==> src/rename_pkg.sv <==
/*
 * rename map shared definitions
 * table sizes, map entry, dispatch, writeback and lookup structs,
 * checkpoint state enum
 */

package rename_pkg;

    // ========================================================================
    // table sizes
    // ========================================================================
    localparam int ARCH_REGS  = 32;
    localparam int PHYS_REGS  = 64;
    localparam int ARCH_IDX_W = $clog2(ARCH_REGS);
    localparam int PHYS_IDX_W = $clog2(PHYS_REGS);

    // architectural r0 keeps its identity mapping
    localparam logic [ARCH_IDX_W-1:0] ZERO_REG = '0;

    // ========================================================================
    // struct types
    // ========================================================================
    // one table entry, tag plus value-ready flag
    typedef struct packed {
        logic [PHYS_IDX_W-1:0] phys;
        logic                  ready;
    } map_entry_t;

    // single-slot rename request from dispatch
    typedef struct packed {
        logic                  valid;
        logic [ARCH_IDX_W-1:0] arch_dst;
        logic [PHYS_IDX_W-1:0] phys_new;
        logic                  is_branch;
    } dispatch_req_t;

    // one writeback port
    typedef struct packed {
        logic                  valid;
        logic [PHYS_IDX_W-1:0] phys;
    } wb_req_t;

    // source operand query
    typedef struct packed {
        logic [ARCH_IDX_W-1:0] rs1;
        logic [ARCH_IDX_W-1:0] rs2;
    } lookup_req_t;

    typedef struct packed {
        logic [PHYS_IDX_W-1:0] rs1_phys;
        logic                  rs1_ready;
        logic [PHYS_IDX_W-1:0] rs2_phys;
        logic                  rs2_ready;
    } lookup_rsp_t;

    // single-level checkpoint occupancy
    typedef enum logic [0:0] {
        CKPT_EMPTY = 1'b0,
        CKPT_HELD  = 1'b1
    } ckpt_state_e;

endpackage
==> src/rename_map_top.sv <==
/*
 * rename map top level
 * map table registers, operand lookup, checkpoint store
 */

`timescale 1ns/10ps

module rename_map_top
    import rename_pkg::*;
#(
    parameter int WB_WIDTH = 2
) (
    input  logic                  clock,
    input  logic                  reset,

    // source query, answered in the same cycle
    input  lookup_req_t           lookup_req_i,
    output lookup_rsp_t           lookup_rsp_o,

    // destination rename
    input  dispatch_req_t         dispatch_i,
    output logic [PHYS_IDX_W-1:0] old_phys_o,

    // completion broadcast
    input  wb_req_t               wb_i [WB_WIDTH],

    // branch recovery
    input  logic                  restore_i,
    output logic                  ckpt_valid_o
);

    // ========================================================================
    // internal wiring
    // ========================================================================
    map_entry_t table_w      [ARCH_REGS];
    map_entry_t next_table_w [ARCH_REGS];
    map_entry_t ckpt_table_w [ARCH_REGS];
    logic       restore_valid_w;

    // mapping table and its next state
    map_table_regs #(
        .WB_WIDTH (WB_WIDTH)
    ) u_map_table_regs (
        .clock           (clock),
        .reset           (reset),
        .dispatch_i      (dispatch_i),
        .wb_i            (wb_i),
        .restore_valid_i (restore_valid_w),
        .ckpt_table_i    (ckpt_table_w),
        .table_o         (table_w),
        .next_table_o    (next_table_w),
        .old_phys_o      (old_phys_o)
    );

    // reads the current table, forwards same-cycle writebacks
    operand_lookup #(
        .WB_WIDTH (WB_WIDTH)
    ) u_operand_lookup (
        .lookup_req_i (lookup_req_i),
        .table_i      (table_w),
        .wb_i         (wb_i),
        .lookup_rsp_o (lookup_rsp_o)
    );

    // captures the next-state table on a branch dispatch
    checkpoint_store u_checkpoint_store (
        .clock           (clock),
        .reset           (reset),
        .dispatch_i      (dispatch_i),
        .restore_i       (restore_i),
        .next_table_i    (next_table_w),
        .ckpt_table_o    (ckpt_table_w),
        .restore_valid_o (restore_valid_w),
        .ckpt_valid_o    (ckpt_valid_o)
    );

endmodule

==> src/checkpoint_store.sv <==
/*
 * single-level branch checkpoint
 * saved table copy, held/empty state, restore qualification
 */

`timescale 1ns/10ps

module checkpoint_store
    import rename_pkg::*;
(
    input  logic          clock,
    input  logic          reset,
    input  dispatch_req_t dispatch_i,
    input  logic          restore_i,
    input  map_entry_t    next_table_i [ARCH_REGS],
    output map_entry_t    ckpt_table_o [ARCH_REGS],
    output logic          restore_valid_o,
    output logic          ckpt_valid_o
);

    ckpt_state_e state_q;
    map_entry_t  ckpt_q [ARCH_REGS];
    logic        save_en;

    // restore only means something with a checkpoint in hand
    assign restore_valid_o = restore_i && (state_q == CKPT_HELD);

    // save after the branch's own rename, never on a restore cycle
    assign save_en = dispatch_i.valid && dispatch_i.is_branch && !restore_valid_o;

    // ========================================================================
    // state
    // ========================================================================
    always_ff @(posedge clock) begin
        if (reset) begin
            state_q <= CKPT_EMPTY;
        end else if (restore_valid_o) begin
            state_q <= CKPT_EMPTY;
        end else if (save_en) begin
            // a newer branch overwrites the older checkpoint
            state_q <= CKPT_HELD;
        end
    end

    // table copy
    always_ff @(posedge clock) begin
        if (save_en) begin
            ckpt_q <= next_table_i;
        end
    end

    assign ckpt_table_o = ckpt_q;
    assign ckpt_valid_o = (state_q == CKPT_HELD);

endmodule

==> src/operand_lookup.sv <==
/*
 * source operand lookup
 * per-entry writeback forward vector, tag and ready for rs1 and rs2
 */

`timescale 1ns/10ps

module operand_lookup
    import rename_pkg::*;
#(
    parameter int WB_WIDTH = 2
) (
    input  lookup_req_t lookup_req_i,
    input  map_entry_t  table_i [ARCH_REGS],
    input  wb_req_t     wb_i    [WB_WIDTH],
    output lookup_rsp_t lookup_rsp_o
);

    // entry i holds a tag being written back this cycle
    logic [ARCH_REGS-1:0] wb_fwd;

    // ========================================================================
    // writeback forwarding
    // ========================================================================
    // the table only sees a writeback at the next edge,
    // so a same-cycle reader needs the tag match here
    always_comb begin
        wb_fwd = '0;
        for (int w = 0; w < WB_WIDTH; w++) begin
            if (wb_i[w].valid) begin
                for (int j = 0; j < ARCH_REGS; j++) begin
                    if (table_i[j].phys == wb_i[w].phys) begin
                        wb_fwd[j] = 1'b1;
                    end
                end
            end
        end
    end

    // ========================================================================
    // table read
    // ========================================================================
    always_comb begin
        // rs1
        lookup_rsp_o.rs1_phys  = table_i[lookup_req_i.rs1].phys;
        lookup_rsp_o.rs1_ready = table_i[lookup_req_i.rs1].ready |
                                 wb_fwd[lookup_req_i.rs1];
        // rs2
        lookup_rsp_o.rs2_phys  = table_i[lookup_req_i.rs2].phys;
        lookup_rsp_o.rs2_ready = table_i[lookup_req_i.rs2].ready |
                                 wb_fwd[lookup_req_i.rs2];
    end

endmodule

==> src/map_table_regs.sv <==
/*
 * rename map table registers
 * identity reset, next state for restore, rename and writeback,
 * previous tag select for the dispatched destination
 */

`timescale 1ns/10ps

module map_table_regs
    import rename_pkg::*;
#(
    parameter int WB_WIDTH = 2
) (
    input  logic                  clock,
    input  logic                  reset,
    input  dispatch_req_t         dispatch_i,
    input  wb_req_t               wb_i         [WB_WIDTH],
    input  logic                  restore_valid_i,
    input  map_entry_t            ckpt_table_i [ARCH_REGS],
    output map_entry_t            table_o      [ARCH_REGS],
    output map_entry_t            next_table_o [ARCH_REGS],
    output logic [PHYS_IDX_W-1:0] old_phys_o
);

    map_entry_t           table_q    [ARCH_REGS];
    map_entry_t           next_table [ARCH_REGS];

    // dispatch actually renames this cycle
    logic                 rename_en;
    // a writeback this cycle carries the checkpoint tag of entry i
    logic [ARCH_REGS-1:0] ckpt_wb_hit;

    // restore wins over dispatch, r0 is never renamed
    assign rename_en = dispatch_i.valid && !restore_valid_i &&
                       (dispatch_i.arch_dst != ZERO_REG);

    always_comb begin
        ckpt_wb_hit = '0;
        for (int i = 0; i < ARCH_REGS; i++) begin
            for (int w = 0; w < WB_WIDTH; w++) begin
                if (wb_i[w].valid && (wb_i[w].phys == ckpt_table_i[i].phys)) begin
                    ckpt_wb_hit[i] = 1'b1;
                end
            end
        end
    end

    // ========================================================================
    // next state
    // ========================================================================
    always_comb begin
        next_table = table_q;

        if (restore_valid_i) begin
            // reload tags from the checkpoint
            for (int i = 0; i < ARCH_REGS; i++) begin
                next_table[i].phys  = ckpt_table_i[i].phys;
                // ready if saved ready, still ready live on the same tag,
                // or completing right now
                next_table[i].ready = ckpt_table_i[i].ready ||
                                      ((ckpt_table_i[i].phys == table_q[i].phys) &&
                                       table_q[i].ready) ||
                                      ckpt_wb_hit[i];
            end
        end else if (rename_en) begin
            // new tag, value not produced yet
            next_table[dispatch_i.arch_dst].phys  = dispatch_i.phys_new;
            next_table[dispatch_i.arch_dst].ready = 1'b0;
        end

        // writeback broadcast against the post-rename tags
        for (int w = 0; w < WB_WIDTH; w++) begin
            for (int j = 0; j < ARCH_REGS; j++) begin
                if (wb_i[w].valid && (next_table[j].phys == wb_i[w].phys) &&
                    !(rename_en && (dispatch_i.arch_dst == ARCH_IDX_W'(j)))) begin
                    next_table[j].ready = 1'b1;
                end
            end
        end
    end

    // ========================================================================
    // table registers
    // ========================================================================
    always_ff @(posedge clock) begin
        if (reset) begin
            // identity map, everything committed
            for (int i = 0; i < ARCH_REGS; i++) begin
                table_q[i].phys  <= PHYS_IDX_W'(i);
                table_q[i].ready <= 1'b1;
            end
        end else begin
            table_q <= next_table;
        end
    end

    // previous tag of the destination
    // during a restore the freed tag is the one the checkpoint held
    always_comb begin
        if (restore_valid_i) begin
            old_phys_o = ckpt_table_i[dispatch_i.arch_dst].phys;
        end else begin
            old_phys_o = table_q[dispatch_i.arch_dst].phys;
        end
    end

    assign table_o      = table_q;
    assign next_table_o = next_table;

endmodule

==> config.mk <==
export PLATFORM = sky130hd
export DESIGN_NAME = rename_map_top
export DESIGN_NICKNAME = d
export VERILOG_FILES = /design/src/rename_pkg.sv /design/src/rename_map_top.sv /design/src/checkpoint_store.sv /design/src/operand_lookup.sv /design/src/map_table_regs.sv
export SDC_FILE = /design/constraint.sdc
export NUM_CORES = 2
export LEC_CHECK = 0
export BUFFER_PORTS_ARGS = -buffer_cell sky130_fd_sc_hd__buf_2
export CAP_MARGIN = 20
export CELL_PAD_IN_SITES_DETAIL_PLACEMENT = 0
export CELL_PAD_IN_SITES_GLOBAL_PLACEMENT = 1
export CORE_ASPECT_RATIO = 1.75
export CORE_MARGIN = 2
export CORE_UTILIZATION = 46
export CTS_CLUSTER_DIAMETER = 50
export DETAILED_ROUTE_END_ITERATION = 10
export GPL_TIMING_DRIVEN = 0
export PLACE_DENSITY_LB_ADDON = 0.1
export REMOVE_ABC_BUFFERS = 1
export SYNTH_ARGS = -nofsm -noshare
export SYNTH_HDL_FRONTEND = slang
export SYNTH_SLANG_ARGS = --single-unit
==> constraint.sdc <==
create_clock -name clock -period 6.76 [get_ports clock]
set_input_delay 0.338 -clock clock [delete_from_list [all_inputs] [get_ports clock]]
set_output_delay 0.338 -clock clock [all_outputs]
set_load 0.05 [all_outputs]
# Word-level counts from Yosys, hierarchy flattened
# Cells that the tools add are included.
# totals
wordCells	976
inputBits	40
output_inout_bits	21
reg_bits	449
# classes
n_mux	219
reduce_logical	362
magnitude_cmp	6
n_eq_ne	255
bitwise	5
# ops
op	count
6-bit == test	224
224-bit bitwise mux	2
224-bit 2-to-1 mux	2
1-bit logical AND	262
1-bit 2-to-1 mux	195
7-bit binary-select mux with 5-bit select	4
5-bit == test (second input constant)	16
7-bit demux with 5-bit select	2
1-bit logical OR	64
32-bit 2-to-1 mux	2
7-bit 2-to-1 mux	9
5-bit by 4-bit == test with 1-bit output (second input constant)	8
1-bit zero test	33
5-bit by 3-bit == test with 1-bit output (second input constant)	4
6-bit greater-or-equal comparator (second input constant)	3
5-bit NOT with 6-bit output	3
5-bit by 6-bit < comparator with 1-bit output (second input constant)	2
1-bit binary-select mux with 5-bit select	2
5-bit by 2-bit == test with 1-bit output (second input constant)	2
6-bit by 1-bit < comparator with 1-bit output (second input constant)	1
6-bit 2-to-1 mux	1
5-bit by 1-bit == test with 1-bit output (second input constant)	1
5-bit zero test	1
5-bit nonzero test	1
2 further kinds	3

# Logic depth before layout (Yosys ltp)
# logic_depth
depth_word	14
mapped_depth	14

# Hierarchy
# Synthesis repeated with hierarchy kept, for this count alone.
# unflattened
cells_unflattened	4942
hier_area_um2	44959.4
# modules_own_cells
mod	instances	area_per_inst_um2	cells_per_inst	seq_area_each_um2
map_table_regs	1	29354.4	3839	4484.3
operand_lookup	1	8827.2	873	0.0
checkpoint_store	1	6777.8	230	6746.5

# Worst setup path before layout
# No wires, ideal clock.
# synth_path
path_type	register -> register
from	register u_checkpoint_store.state_q, in the netlist u_checkpoint_store.ckpt_valid_o
to	register u_checkpoint_store.ckpt_q (netlist bit u_checkpoint_store.ckpt_table_o[0]) (enable)
arrival_time_ps	6761
required_time_ps	6185
setup_time_ps	575
path_slack_ps	-576
stages_incl_launch_ff	10
period_less_slack_ps	7336
n_path_buf	6
path_cell_list	dfxtp_1 nand2_1 buf_2 buf_2 clkbuf_1 clkbuf_1 buf_1 buf_1 nand3_1 inv_1
# synth_between
elab_chain_len	3
# synth_lines
element	line	rtl
start, declared	checkpoint_store.sv:21	ckpt_state_e state_q;
start signal, assigned	checkpoint_store.sv:36	state_q <= CKPT_EMPTY;
start signal, assigned	checkpoint_store.sv:38	state_q <= CKPT_EMPTY;
start signal, assigned	checkpoint_store.sv:41	state_q <= CKPT_HELD;
1-bit logical AND	checkpoint_store.sv:26	assign restore_valid_o = restore_i && (state_q == CKPT_HELD);
1-bit zero test	checkpoint_store.sv:29	assign save_en = dispatch_i.valid && dispatch_i.is_branch && !restore_valid_o;
1-bit logical AND	checkpoint_store.sv:29	
via u_checkpoint_store.save_en	checkpoint_store.sv:23	logic save_en;
end signal, assigned	checkpoint_store.sv:48	ckpt_q <= next_table_i;
end, declared	checkpoint_store.sv:22	map_entry_t ckpt_q [ARCH_REGS];
# The timed path passes the listed nets, and every way through them passes these cells.
# A chain may end at the register's enable or synchronous reset.

==> results.yml <==
run_status:
  outcome: "completed"
grt:
  grt_pass1_wl_um: 319000
  overflow: 0
  groute.usage.overall_pct: 45.5
  grt_max_degree: 96
  antenna_found_initial: 25
  grt_pass1_vias: 41600
clock_tree:
  clock-sinks: 449
  ctsHoldBuffers: 0
  cts_tree: "done"
  htree_levels: 2
  cts_buffers: 58
  cts_setup_buffers: 0
  root_buffer: "clkbuf_16"
  cts_buffer_depth: 3
  clk_latency_ns: 0.70
  clk_pin_slew_ns: 0.06
  cts_resized: 0
logic_synthesis:
  synth_top_cell_by_area: "edfxtp_1"
  syn_area_um2: 44100
  avgSynthCellArea_um2: 9.06
  ys_warn_count: 0
  synth_top_area_share_pct: 15.3
  ys_top_cells_by_area: "edfxtp_1 (15%), mux4_2 (13%), dfxtp_1 (10%), xnor2_1 (9.1%), xor2_1 (7.9%)"
  netlist_instances: 4870
  ys_types: 97
  synth-seq-cells: 449
  yosysSeqAreaShare_pct: 25.5
  synth_edf_count: 224
  ys.flop_type: "dfxtp_1"
  ys_async_sr_fraction_pct: 0
critical_path:
  end_kind: "primary output"
  reg2reg_slack_ns: 2.12
  crit_fanout: 57
  start_kind: "input port"
  criticalPathCategory: "input port to primary output"
  reg2reg_from: "u_checkpoint_store.ckpt_valid_o"
  crit_start: "wb_i[0]"
  reg2reg_depth: 12
  worstPathRequired_ns: 6.42
  timing.rr.end: "u_map_table_regs.table_o[77]"
  critPathArrivalTime_ns: 5.30
  endpoint: "lookup_rsp_o[7]"
drt:
  dr.pass1.iters: 8
  vias: 42600
  wire_per_inst_um: 40.5
  dr.first_iter.drc_count: 5634
  viasPerCell: 7.58
  drc: 0
  wl_um: 227000
  final_antenna_net_count: 0
sta:
  setup_tns_ns: 0
  tightest_slew_ns: 1.30
  period_share_pct: 83.4
  maxSlewHeadroom_pct: 13.0
  rsz0062_at_grt: "no"
  finalHoldViolCount: 0
  finalMaxSlewViolations: 0
  max_freq_mhz: 177
  skew_ns: 0.0318
  period_needed_ns: 5.64
  holdWs_ns: 0.0255
  setup_viol_count_final: 0
final_layout:
  most-common-layout-cells: "xnor2_1 (460), xor2_1 (399), nor2_1 (264)"
  final_common_cell: "xnor2_1"
  nNetsFinal: 4382
  area.growth.synth_to_final_pct: 6.29
  drive_above_1_share_pct: 15.6
placement:
  portBuffers: 60
  routabilityCongestion: 1.01
  hpwl_um: 147000
die:
  die_width_um: 238
  fp-row-count: 150
  die_h_um: 414
  num_io_pins: 61
  die-area_um2: 98500
  core-area_um2: 95300
  start_util_pct: 46.3
job:
  drv_cap: 0
pwr:
  cellPowerDensity_nw_per_um2: 191
  design_power_total_mw: 8.97
  peakVddDrop_uv: 205
  total_leakage_power_nw: 15.8
min_path:
  hold_path_class: "input port to flop"
  holdPathStages: 2
  min-delay-start: "reset"
-- cell type report --
type,count,area (µm²)
Multi-Input combinational cell,3516,29300
Timing Repair Buffer,126,1990
Fill cell,9133,48500
Tap cell,1216,1520
Antenna cell,11,27.5
Clock inverter,33,422
Sequential cell,449,11200
Inverter,191,759
Clock buffer,76,1640
-- cells in the mapped netlist (34+ instances only) --
cell type  number
xnor2_1       460
clkbuf_1      430
xor2_1        399
nor2_1        264
mux4_2        263
dfxtp_1       225
edfxtp_1      224
nand2_1       199
inv_1         184
o22ai_1       177
nor4_1        164
buf_1         143
mux2i_1       135
o21ai_0       129
nand4_1       123
buf_2         121
nand2b_1      101
a21oi_1        87
nor2b_1        67
nor3_1         65
or2_2          60
a31oi_1        54
nand3_1        53
o221ai_1       48
mux2_2         44
o2111ai_1      36
a211oi_1       34
-- per-layer routing --
layer	part of all wire (%)	GRT usage [%]	up-vias
li1	-	-	16900
met1	33	48.9	21000
met2	45	72.1	3385
met3	11	12.9	1250
met4	11	42.7	18
met5	0.048	0	-
-- metrics by stage --
step	util, %	area [µm²]	worst slack, ns	cells
final	49.2	46900	1.12	5618
after global routing	49.1	46900	1.23	5609
after CTS	49.1	46800	1.49	5603
after detailed placement	46.9	44700	1.49	5494
after global placement	45.1	43000	-15.99	5432
after floorplan	-	41200	-6.02	4156
-- sequential cells by signal, indices dropped and copies added, names as in the netlist --
| name | flops |
|---|---|
| u_map_table_regs.table_o | 224 |
| u_checkpoint_store.ckpt_valid_o | 1 |
| u_checkpoint_store.ckpt_table_o | 224 |
-- kinds of logic (layout without fill, tap and decap cells) --
kind of cell,count (synthesis),count (layout),share of synthesized area (%)
AND/OR/NAND/NOR,1218,1218,15.2
XOR/XNOR,859,859,17.1
other,0,11,0
buffers and inverters,905,426,8.21
multiplexers,444,444,17.7
AO/OA/AOI/OAI,995,995,16.4
flip-flops,449,449,25.5
-- worst min path at each step --
stage,endpoint,slack [ns]
2_1_floorplan,u_checkpoint_store.ckpt_valid_o,0.41
3_3_place_gp,u_map_table_regs.table_o[56],0.60
3_5_place_dp,u_map_table_regs.table_o[56],0.63
4_1_cts,u_map_table_regs.table_o[51],0.04
5_1_grt,u_map_table_regs.table_o[34],0.07
6_report,u_map_table_regs.table_o[50],0.03
-- where the power goes --
group	total (mW)	leakage (nW)	internal (mW)	switching [mW]
registers	3.27	3.76	2.98	0.285
logic	2.27	11.0	0.823	1.45
clock network	3.43	1.01	1.99	1.44
-- worst max-delay path: stages --
cell	delay, ns
buf_6	0.41
buf_16	0.40
clkinv_2	0.75
buf_16	0.45
a2111oi_0	0.47
a31oi_1	0.30
mux4_2	0.55
o2bb2ai_1	0.20
a2bb2oi_1	0.51
o311a_1	0.35
buf_2	0.30
Note: power is estimated with default switching activity, not from simulation.
